<file path="src/verilog/hazardPkg.sv">
package hazardPkg;

	localparam int instWidth = 32;
	localparam int regAddrWidth = 5;

	typedef logic [instWidth-1:0] instWord_t;
	typedef logic [regAddrWidth-1:0] regAddr_t;

	localparam instWord_t bubbleInst = '0; // Empty stage

	// RV32I major opcodes
	localparam logic [6:0] opR = 7'b0110011;
	localparam logic [6:0] opI = 7'b0010011;
	localparam logic [6:0] opLoad = 7'b0000011;
	localparam logic [6:0] opStore = 7'b0100011;
	localparam logic [6:0] opBranch = 7'b1100011;
	localparam logic [6:0] opJal = 7'b1101111;
	localparam logic [6:0] opJalr = 7'b1100111;
	localparam logic [6:0] opLui = 7'b0110111;
	localparam logic [6:0] opAuipc = 7'b0010111;

	localparam logic [2:0] f3Beq = 3'b000;
	localparam logic [2:0] f3Bne = 3'b001;
	localparam logic [2:0] f3Blt = 3'b100;
	localparam logic [2:0] f3Bge = 3'b101;
	localparam logic [2:0] f3Bltu = 3'b110;
	localparam logic [2:0] f3Bgeu = 3'b111;

	typedef enum logic [2:0]
	{
		clsNone,
		clsAlu, // R, I, LUI, AUIPC
		clsLoad,
		clsStore,
		clsBranch,
		clsJal,
		clsJalr
	} opClass_e;

	typedef enum logic [1:0]
	{
		fwdNone = 2'd0, // Register file
		fwdWb = 2'd1,
		fwdMem = 2'd2
	} fwdSel_e;

	localparam logic [31:0] rngSeed = 32'had7b_c34f; // Stimulus generator start value

endpackage
</file>
<file path="src/verilog/stageIf.sv">
interface stageIf;

	hazardPkg::opClass_e opClass;
	hazardPkg::regAddr_t rs1;
	hazardPkg::regAddr_t rs2;
	hazardPkg::regAddr_t rd;
	logic [2:0] funct3;
	logic readsRs1;
	logic readsRs2;
	logic writesRd; // Never set for rd of x0

	modport producer (
		output opClass, rs1, rs2, rd, funct3,
		output readsRs1, readsRs2, writesRd
	);

	modport consumer (
		input opClass, rs1, rs2, rd, funct3,
		input readsRs1, readsRs2, writesRd
	);

endinterface

</file>
<file path="src/verilog/hazardCtrl.sv">
module hazardCtrl (
	input logic clk,
	input logic rstN,
	input hazardPkg::instWord_t decInst,
	input logic brEq,
	input logic brLt,
	output hazardPkg::fwdSel_e forwardA,
	output hazardPkg::fwdSel_e forwardB,
	output hazardPkg::fwdSel_e forwardStore,
	output logic stall,
	output logic flush,
	output logic pcSelect
);

	hazardPkg::instWord_t exInst;
	hazardPkg::instWord_t memInst;
	hazardPkg::instWord_t wbInst;

	stageIf decStage();
	stageIf exStage();
	stageIf memStage();
	stageIf wbStage();

	pipeTracker uTracker (
		.clk(clk),
		.rstN(rstN),
		.decInst(decInst),
		.stall(stall),
		.flush(flush),
		.exInst(exInst),
		.memInst(memInst),
		.wbInst(wbInst)
	);

	stageDecode uDecDecode (
		.inst(decInst), // Straight from the core
		.info(decStage)
	);

	stageDecode uExDecode (
		.inst(exInst),
		.info(exStage)
	);

	stageDecode uMemDecode (
		.inst(memInst),
		.info(memStage)
	);

	stageDecode uWbDecode (
		.inst(wbInst),
		.info(wbStage)
	);

	forwardSelect uForward (
		.exStage(exStage),
		.memStage(memStage),
		.wbStage(wbStage),
		.forwardA(forwardA),
		.forwardB(forwardB),
		.forwardStore(forwardStore)
	);

	redirectCtrl uRedirect (
		.decStage(decStage),
		.exStage(exStage),
		.brEq(brEq),
		.brLt(brLt),
		.stall(stall),
		.flush(flush),
		.pcSelect(pcSelect)
	);

endmodule

</file>
<file path="src/verilog/redirectCtrl.sv">
module redirectCtrl (
	stageIf.consumer decStage,
	stageIf.consumer exStage,
	input logic brEq,
	input logic brLt,
	output logic stall,
	output logic flush,
	output logic pcSelect
);

	logic condTrue;
	logic isJump;
	logic redirect;
	logic loadUse;

	always_comb
	begin
		case (exStage.funct3)
			hazardPkg::f3Beq:
				condTrue = brEq;
			hazardPkg::f3Bne:
				condTrue = !brEq;
			hazardPkg::f3Blt,
			hazardPkg::f3Bltu:
				condTrue = brLt; // Core picks signed or unsigned compare
			hazardPkg::f3Bge,
			hazardPkg::f3Bgeu:
				condTrue = !brLt;
			default:
				condTrue = 1'b0;
		endcase
	end

	assign isJump = (exStage.opClass == hazardPkg::clsJal)
		|| (exStage.opClass == hazardPkg::clsJalr);

	assign redirect = isJump || ((exStage.opClass == hazardPkg::clsBranch) && condTrue);

	// Load in EX feeding the instruction in decode
	assign loadUse = (exStage.opClass == hazardPkg::clsLoad) && exStage.writesRd
		&& ((decStage.readsRs1 && (decStage.rs1 == exStage.rd))
		|| (decStage.readsRs2 && (decStage.rs2 == exStage.rd)));

	assign pcSelect = redirect;
	assign flush = redirect;
	assign stall = loadUse && !redirect; // Decode word is discarded anyway

endmodule

</file>
<file path="src/verilog/forwardSelect.sv">
module forwardSelect (
	stageIf.consumer exStage,
	stageIf.consumer memStage,
	stageIf.consumer wbStage,
	output hazardPkg::fwdSel_e forwardA,
	output hazardPkg::fwdSel_e forwardB,
	output hazardPkg::fwdSel_e forwardStore
);

	logic memOk;
	hazardPkg::fwdSel_e srcRs1;
	hazardPkg::fwdSel_e srcRs2;

	// Youngest producer wins
	function automatic hazardPkg::fwdSel_e pickSrc(
		input hazardPkg::regAddr_t src,
		input logic memWr,
		input hazardPkg::regAddr_t memRd,
		input logic wbWr,
		input hazardPkg::regAddr_t wbRd
	);
		if (memWr && (memRd == src))
			return hazardPkg::fwdMem;
		else if (wbWr && (wbRd == src))
			return hazardPkg::fwdWb;
		return hazardPkg::fwdNone;
	endfunction

	assign memOk = memStage.writesRd
		&& (memStage.opClass != hazardPkg::clsLoad); // Load data not ready

	always_comb
	begin
		srcRs1 = hazardPkg::fwdNone;
		srcRs2 = hazardPkg::fwdNone;
		if (exStage.readsRs1)
			srcRs1 = pickSrc(exStage.rs1, memOk, memStage.rd, wbStage.writesRd, wbStage.rd);
		if (exStage.readsRs2)
			srcRs2 = pickSrc(exStage.rs2, memOk, memStage.rd, wbStage.writesRd, wbStage.rd);
	end

	always_comb
	begin
		forwardA = srcRs1;
		forwardB = hazardPkg::fwdNone;
		forwardStore = hazardPkg::fwdNone;
		if (exStage.opClass == hazardPkg::clsStore)
			forwardStore = srcRs2; // rs2 is store data
		else
			forwardB = srcRs2;
	end

endmodule

</file>
<file path="src/verilog/pipeTracker.sv">
module pipeTracker (
	input logic clk,
	input logic rstN,
	input hazardPkg::instWord_t decInst,
	input logic stall,
	input logic flush,
	output hazardPkg::instWord_t exInst,
	output hazardPkg::instWord_t memInst,
	output hazardPkg::instWord_t wbInst
);

	logic killDec; // Decode word must not enter EX

	assign killDec = stall || flush;

	always_ff @(posedge clk or negedge rstN)
	begin
		if (!rstN)
		begin
			exInst <= hazardPkg::bubbleInst;
			memInst <= hazardPkg::bubbleInst;
			wbInst <= hazardPkg::bubbleInst;
		end
		else
		begin
			if (killDec)
				exInst <= hazardPkg::bubbleInst;
			else
				exInst <= decInst;
			memInst <= exInst;
			wbInst <= memInst;
		end
	end

endmodule

</file>
<file path="src/verilog/stageDecode.sv">
module stageDecode (
	input hazardPkg::instWord_t inst,
	stageIf.producer info
);

	logic [6:0] opcode;
	logic isUpper; // LUI and AUIPC read no source register
	hazardPkg::opClass_e cls;

	assign opcode = inst[6:0];
	assign isUpper = (opcode == hazardPkg::opLui) || (opcode == hazardPkg::opAuipc);

	always_comb
	begin
		case (opcode)
			hazardPkg::opR,
			hazardPkg::opI,
			hazardPkg::opLui,
			hazardPkg::opAuipc:
				cls = hazardPkg::clsAlu;
			hazardPkg::opLoad:
				cls = hazardPkg::clsLoad;
			hazardPkg::opStore:
				cls = hazardPkg::clsStore;
			hazardPkg::opBranch:
				cls = hazardPkg::clsBranch;
			hazardPkg::opJal:
				cls = hazardPkg::clsJal;
			hazardPkg::opJalr:
				cls = hazardPkg::clsJalr;
			default:
				cls = hazardPkg::clsNone; // Bubble and unknown opcodes
		endcase
	end

	assign info.opClass = cls;
	assign info.rs1 = inst[19:15];
	assign info.rs2 = inst[24:20];
	assign info.rd = inst[11:7];
	assign info.funct3 = inst[14:12];

	// x0 reads never create a dependency
	assign info.readsRs1 = (cls inside {hazardPkg::clsAlu, hazardPkg::clsLoad,
		hazardPkg::clsStore, hazardPkg::clsBranch, hazardPkg::clsJalr})
		&& !isUpper && (inst[19:15] != '0);

	assign info.readsRs2 = ((opcode == hazardPkg::opR) || (cls == hazardPkg::clsStore)
		|| (cls == hazardPkg::clsBranch)) && (inst[24:20] != '0);

	assign info.writesRd = (cls inside {hazardPkg::clsAlu, hazardPkg::clsLoad,
		hazardPkg::clsJal, hazardPkg::clsJalr}) && (inst[11:7] != '0);

endmodule

</file>
<file path="config.mk">
export PLATFORM = sky130hd
export DESIGN_NAME = hazardCtrl
export DESIGN_NICKNAME = d
export VERILOG_FILES = /design/src/verilog/hazardPkg.sv /design/src/verilog/stageIf.sv /design/src/verilog/hazardCtrl.sv /design/src/verilog/redirectCtrl.sv /design/src/verilog/forwardSelect.sv /design/src/verilog/pipeTracker.sv /design/src/verilog/stageDecode.sv
export SDC_FILE = /design/constraint.sdc
export NUM_CORES = 1
export LEC_CHECK = 0
export ABC_AREA = 1
export BUFFER_PORTS_ARGS = -buffer_cell sky130_fd_sc_hd__buf_2
export CAP_MARGIN = 10
export CORE_AREA = 2 2 77 86
export DETAILED_ROUTE_END_ITERATION = 7
export DIE_AREA = 0 0 79 88
export GPL_ROUTABILITY_DRIVEN = 0
export PLACE_DENSITY = 0.6
export REMOVE_ABC_BUFFERS = 1
export SYNTH_ARGS = -nofsm -noshare
export SYNTH_HDL_FRONTEND = slang
export SYNTH_SLANG_ARGS = --single-unit
</file>
<file path="constraint.sdc">
create_clock -name clk -period 4 [get_ports clk]
set_input_delay 0.2 -clock clk [delete_from_list [all_inputs] [get_ports clk]]
set_output_delay 0.2 -clock clk [all_outputs]
set_load 0.05 [all_outputs]
</file>
==> impl_metrics.json, run 1 <==
{
  "tightestPinTransition_ps": 1030,
  "synthMuxAreaShare_pct": 0,
  "clock_sinks": 49,
  "powerDensity_nw_per_um2": 346,
  "cts_root_buf": "clkbuf_8",
  "syn_to_final_growth_pct": 14.5,
  "yosys.area_share.simple_pct": 28.7,
  "path_clk_slew_ps": 90,
  "multi_input_area_um2": 970,
  "holdWs_ps": 76.3,
  "yosys_register_bits": 49,
  "clockBufferDepth": 2,
  "synth-edff-count": 0,
  "worstSetupPathType": "reg2out",
  "cp.arrival_ps": 1910,
  "vias": 1856,
  "grt-busiest-layer": "met2",
  "cts_setup_buffers": 0,
  "worstSetupStartpointType": "flip-flop",
  "status": "completed",
  "dp_hpwl_um": 3600,
  "rr_startpoint": "uTracker.exInst[1]",
  "core-area_um2": 6080,
  "viasPerCell": 4.58,
  "max_slew_margin_pct": 31.3,
  "syn_inst": 283,
  "r2r_end": "uTracker.exInst[16]",
  "synthArstFlopShare_pct": 100,
  "fmax_mhz": 474,
  "finClkSkew_ps": 9.63,
  "syn_area_um2": 2380,
  "drive_above_1_share_pct": 19.1,
  "synth_area_leaders": "dfrtp_1 51%, nor2_1 8.5%, nand2_1 6.6%, inv_1 5.8%, xnor2_1 5.1%",
  "grt_max_degree": 50,
  "r2r_slack_ps": 2310,
  "cp-endpoint": "stall",
  "grt-ovfl-total": 0,
  "synth-seq-area-share_pct": 51.4,
  "report.final.slew_viol_count": 0,
  "antenna_found_initial": 0,
  "post_drt_wl_per_cell_um": 11.2,
  "cts_buffers": 5,
  "critPathRequiredTime_ps": 3800,
  "htreeDepth": 2,
  "rows": 30,
  "power_mw": 0.944,
  "grt_pass1_vias": 1812,
  "postRouteAntennaNets": 0,
  "synth_fa_ha_area_share_pct": 0,
  "met3_usage_pct": 2.47,
  "clock_latency_ps": 300,
  "dieArea_um2": 6950,
  "portBuffers": 37,
  "drt_iter0_markers": 78,
  "num_io_pins": 45,
  "fin_nets": 360,
  "crit_start": "uTracker.exInst[1]",
  "endpoint_kind": "output pin",
  "syn_area_per_cell_um2": 8.43,
  "yosysUniqueCellTypes": 28,
  "layout_common_cells": "54 x nor2_1, 49 x dfrtp_1, 42 x nand2_1, 37 x inv_1, 37 x buf_2",
  "yosysTopAreaCellShare_pct": 51.4,
  "wl_um": 4550,
  "die_h_um": 88,
  "drc": 0,
  "cts.repair.resized": 0,
  "crit_fanout": 4,
  "cts_tree": "done",
  "setup_slack_ps": 1890,
  "fill_cells": 616,
  "rsz0062_at_grt": "no",
  "synth_xor_area_share_pct": 9.18,
  "drv_cap": 0,
  "dr.pass1.iters": 4,
  "netlist.top_cell.by_area": "dfrtp_1",
  "grtUsageMet2_pct": 26.2,
  "ctsHoldBuffers": 0,
  "fin_crit_sh_pct": 52.7,
  "track_usage_pct": 14.7,
  "chipWidth_um": 79,
  "insertedDiodeCount": 0,
  "post-place-ws_ps": 2250,
  "final-seq-area_um2": 1230,
  "fin_crit_ps": 2110,
  "reg2reg_depth": 10,
  "vdd_drop_max_mv": 0.139,
  "hold_path.class": "in2async",
  "synth_compound_area_share_pct": 2.78,
  "start_util_pct": 39.2,
  "grt_pass1_wl_um": 7960,
  "power.leakage_nw": 1.38,
  "ys_warn_count": 0,
  "synth_top_family_by_area": "simple AND/OR/NAND/NOR gates",
  "setup_viol": 0,
  "final-hold-violation-count": 0,
  "final_common_cell": "nor2_1",
  "yosys_most_used_dff": "dfrtp_1",
  "met1_usage_pct": 18.0,
  "setup-tns-final_ps": 0
}
-- cells by family (layout without fill, tap and decap cells) --
group | count (synthesis) | in the layout
AND/OR/NAND/NOR | 153 | 153
flip-flops | 49 | 49
buffers and inverters | 45 | 87
XOR/XNOR | 25 | 25
AO/OA/AOI/OAI | 11 | 11
-- area by class of cell --
type,count,area share (%)
Sequential cell,49,44.9
Multi-Input combinational cell,189,35.5
Timing Repair Buffer,37,6.78
Inverter,42,5.82
Tap cell,80,3.67
Clock buffer,5,2.52
Clock inverter,3,0.779
-- synthesized netlist by cell type, drive strengths merged (2+ instances only) --
cell / number
buf: 3
nor2: 61
xnor2: 14
nand3: 25
nor3: 10
o21ai: 2
nand4: 7
a21oi: 5
xor2: 11
nand2: 45
inv: 41
dfrtp: 49
-- power breakdown --
group	total (mW)	internal, mW	leakage, nW	switching [mW]
combinational	0.107	0.0465	0.766	0.0604
clock	0.287	0.124	0.0445	0.163
sequential	0.550	0.523	0.573	0.0276
-- worst min path at each step --
| stage | start | end | slack [ps] | cells past startpoint |
|---|---|---|---|---|
| global route | decInst[14] | uTracker.exInst[14] | 80 | 3 |
| global placement | uTracker.memInst[4] | uTracker.wbInst[4] | 360 | 0 |
| floorplan | rstN | uTracker.exInst[0] | -100 | 0 |
| CTS | decInst[11] | uTracker.exInst[11] | 90 | 3 |
| finish | rstN | uTracker.wbInst[7] | 80 | 1 |
| detailed placement | uTracker.memInst[4] | uTracker.wbInst[4] | 360 | 0 |
-- flip-flops by register name, summed over array words and instances, names as in the netlist --
register          flops
uTracker.memInst     12
uTracker.wbInst      12
uTracker.exInst      25
-- layer usage --
layer / vias up / part of all wire (%)
met2: 30 / 52
li1: 958 / -
met3: 7 / 2.6
met4: 0 / 1.5
met5: - / 0
met1: 861 / 43
-- per-stage QoR --
step | area (um^2) | cells | util, %
after floorplan | 2350 | 280 | -
after global placement | 2640 | 397 | 43.4
after detailed placement | 2640 | 397 | 43.4
after CTS | 2730 | 405 | 44.9
after global routing | 2730 | 405 | 44.9
final | 2730 | 405 | 44.9
-- critical path, stage by stage (launching register included) --
cell and delay [ps]:
dfrtp_1 390, nand2_1 80, inv_2 40, nand2_2 80, inv_2 60, a21oi_1 230, nand3_1 120, nor2_2 140
a21boi_0 190, buf_2 290
No activity file was read; power rests on OpenSTA's default activity.
==> run 2: changes to the inputs <==
==> constraint.sdc (replaced) <==
create_clock -name clk -period 2 [get_ports clk]
set_input_delay 0.1 -clock clk [delete_from_list [all_inputs] [get_ports clk]]
set_output_delay 0.1 -clock clk [all_outputs]
set_load 0.05 [all_outputs]
==> run 2 against run 1 <==
The flow now finishes with violations (hold timing). Final cell count is 2.5% higher. Utilization is 2.6 points higher. Via count up 0.81%. Power up 120%. Critical path depth decreased by 4. Routed wire length rose by 1.7%. Clock power rose to 2.6 times the previous value. Register-to-register slack worse by 2000 ps. Non-clock buffer count is 10 higher. Combinational power up 110%. First-iteration DRC count fell by 28%. Worst hold slack worse by 78 ps. Critical path type unchanged. Largest power group unchanged. Highest routed layer unchanged.
==> impl_metrics.json, run 2 (synthesized netlist as in run 1, its figures left out) <==
{
  "htreeDepth": 2,
  "fin_crit_sh_pct": 96.7,
  "grt_pass1_wl_um": 7750,
  "cts_buffers": 5,
  "layout_common_cells": "53 x nor2_1, 48 x dfrtp_1, 42 x nand2_1, 37 x inv_1, 31 x buf_2",
  "cts_root_buf": "clkbuf_8",
  "vias": 1871,
  "rows": 30,
  "grt_max_degree": 29,
  "postRouteAntennaNets": 0,
  "finalCoreUtilization_pct": 47.4,
  "setup_slack_ps": 65.6,
  "wl_um": 4630,
  "path_clk_slew_ps": 90,
  "clock_sinks": 49,
  "finClkSkew_ps": 2.83,
  "dp_hpwl_um": 3610,
  "fin_nets": 370,
  "antenna_found_initial": 0,
  "clock_latency_ps": 300,
  "post_drt_wl_per_cell_um": 11.2,
  "dr.pass1.iters": 4,
  "viasPerCell": 4.51,
  "grt-ovfl-total": 0,
  "worstSetupPathType": "reg2out",
  "violations": "hold timing",
  "largest_reg_flops": 25,
  "cp.arrival_ps": 1830,
  "endpoint_kind": "output pin",
  "fin_crit_ps": 1930,
  "core-area_um2": 6080,
  "holdWs_ps": -1.63,
  "report.final.slew_viol_count": 0,
  "chipWidth_um": 79,
  "cts_tree": "done",
  "top_register": "uTracker.exInst",
  "drc": 0,
  "met3_usage_pct": 2.78,
  "grtUsageMet2_pct": 25.3,
  "num_io_pins": 45,
  "status": "finished, violations left",
  "portBuffers": 37,
  "drt_iter0_markers": 56,
  "fmax_mhz": 517,
  "dieArea_um2": 6950,
  "final_common_cell": "nor2_1",
  "syn_to_final_growth_pct": 21.0,
  "crit_fanout": 3,
  "post-place-ws_ps": 308,
  "setup_viol": 0,
  "powerDensity_nw_per_um2": 717,
  "drive_above_1_share_pct": 21.8,
  "final-hold-violation-count": 1,
  "drv_cap": 0,
  "worstSetupStartpointType": "flip-flop",
  "vdd_drop_max_mv": 0.395,
  "met1_usage_pct": 17.7,
  "placed_cells": 399,
  "power.leakage_nw": 1.44,
  "critPathRequiredTime_ps": 1900,
  "grt-busiest-layer": "met2",
  "top_regs": "uTracker.exInst (25), uTracker.memInst (12), uTracker.wbInst (12)",
  "start_util_pct": 39.2,
  "finalNonFillerCells": 415,
  "rsz0062_at_grt": "yes",
  "clockBufferDepth": 2,
  "tightestPinTransition_ps": 343,
  "max_slew_margin_pct": 77.1,
  "track_usage_pct": 14.4,
  "grt_pass1_vias": 1784,
  "die_h_um": 88,
  "hold_path.class": "in2reg",
  "insertedDiodeCount": 0
}
-- run 2: cell types whose count changed in the layout (fill, tap and decap cells not counted), sizes merged --
cell,change
clkbuf,+6
dlygate4sd3,+5
bufinv,+1
clkinv,-1
inv,-1
-- run 2: what timing repair did --
action,CTS,global route
gates resized for setup,2,12
setup buffers,0,3
endpoints found under the hold margin,53,0
endpoints found under the setup margin,1,7
hold buffers,5,0
pin swaps,0,1
-- run 2: final cells by class --
cell class | instances | area, um^2
Fill cell | 622 | 3200
Sequential cell | 49 | 1230
Multi-Input combinational cell | 189 | 987
Timing Repair Buffer | 47 | 292
Inverter | 42 | 159
Tap cell | 80 | 100
Clock buffer | 6 | 82.6
Clock inverter | 2 | 37.5
-- run 2: worst paths after layout --
kind | start | end | slack [ps] | depth (start not counted)
min | decInst[8] | uTracker.exInst[8] | -2 | 3
max in group asynchronous | rstN | uTracker.memInst[10] | 1390 | 3
min in group asynchronous | rstN | uTracker.wbInst[9] | 300 | 3
min reg2reg | uTracker.exInst[0] | uTracker.memInst[0] | 380 | 0
max | uTracker.exInst[16] | forwardA[1] | 70 | 5
max reg2reg | uTracker.exInst[7] | uTracker.exInst[21] | 300 | 11
-- run 2: where the power goes --
part | internal, mW | switching [mW] | total (mW)
sequential | 1.05 | 0.0540 | 1.10
clock | 0.407 | 0.333 | 0.739
combinational | 0.105 | 0.125 | 0.230
-- run 2: layer usage --
layer	share of wire, %	routed length [um]	vias up
li1	-	-	979
met1	45	2070	853
met2	51	2350	30
met3	2.6	121	9
met4	1.8	82	0
met5	0	0	-
-- run 2: per-stage QoR --
step	power [mW]	TNS, ps	area [um^2]
final	2.07	0	2890
after CTS	2.07	0	2830
after detailed placement	1.34	0	2660
after global placement	1.33	0	2660
after floorplan	1.24	-215	2350
after global routing	2.16	-14.4	2890
-- run 2: critical path, stage by stage, from the launching register on --
cell and delay [ps]:
dfrtp_1 420, or2_2 280, or4_1 420, nand4_1 140, nor2_1 60, clkbuf_4 210
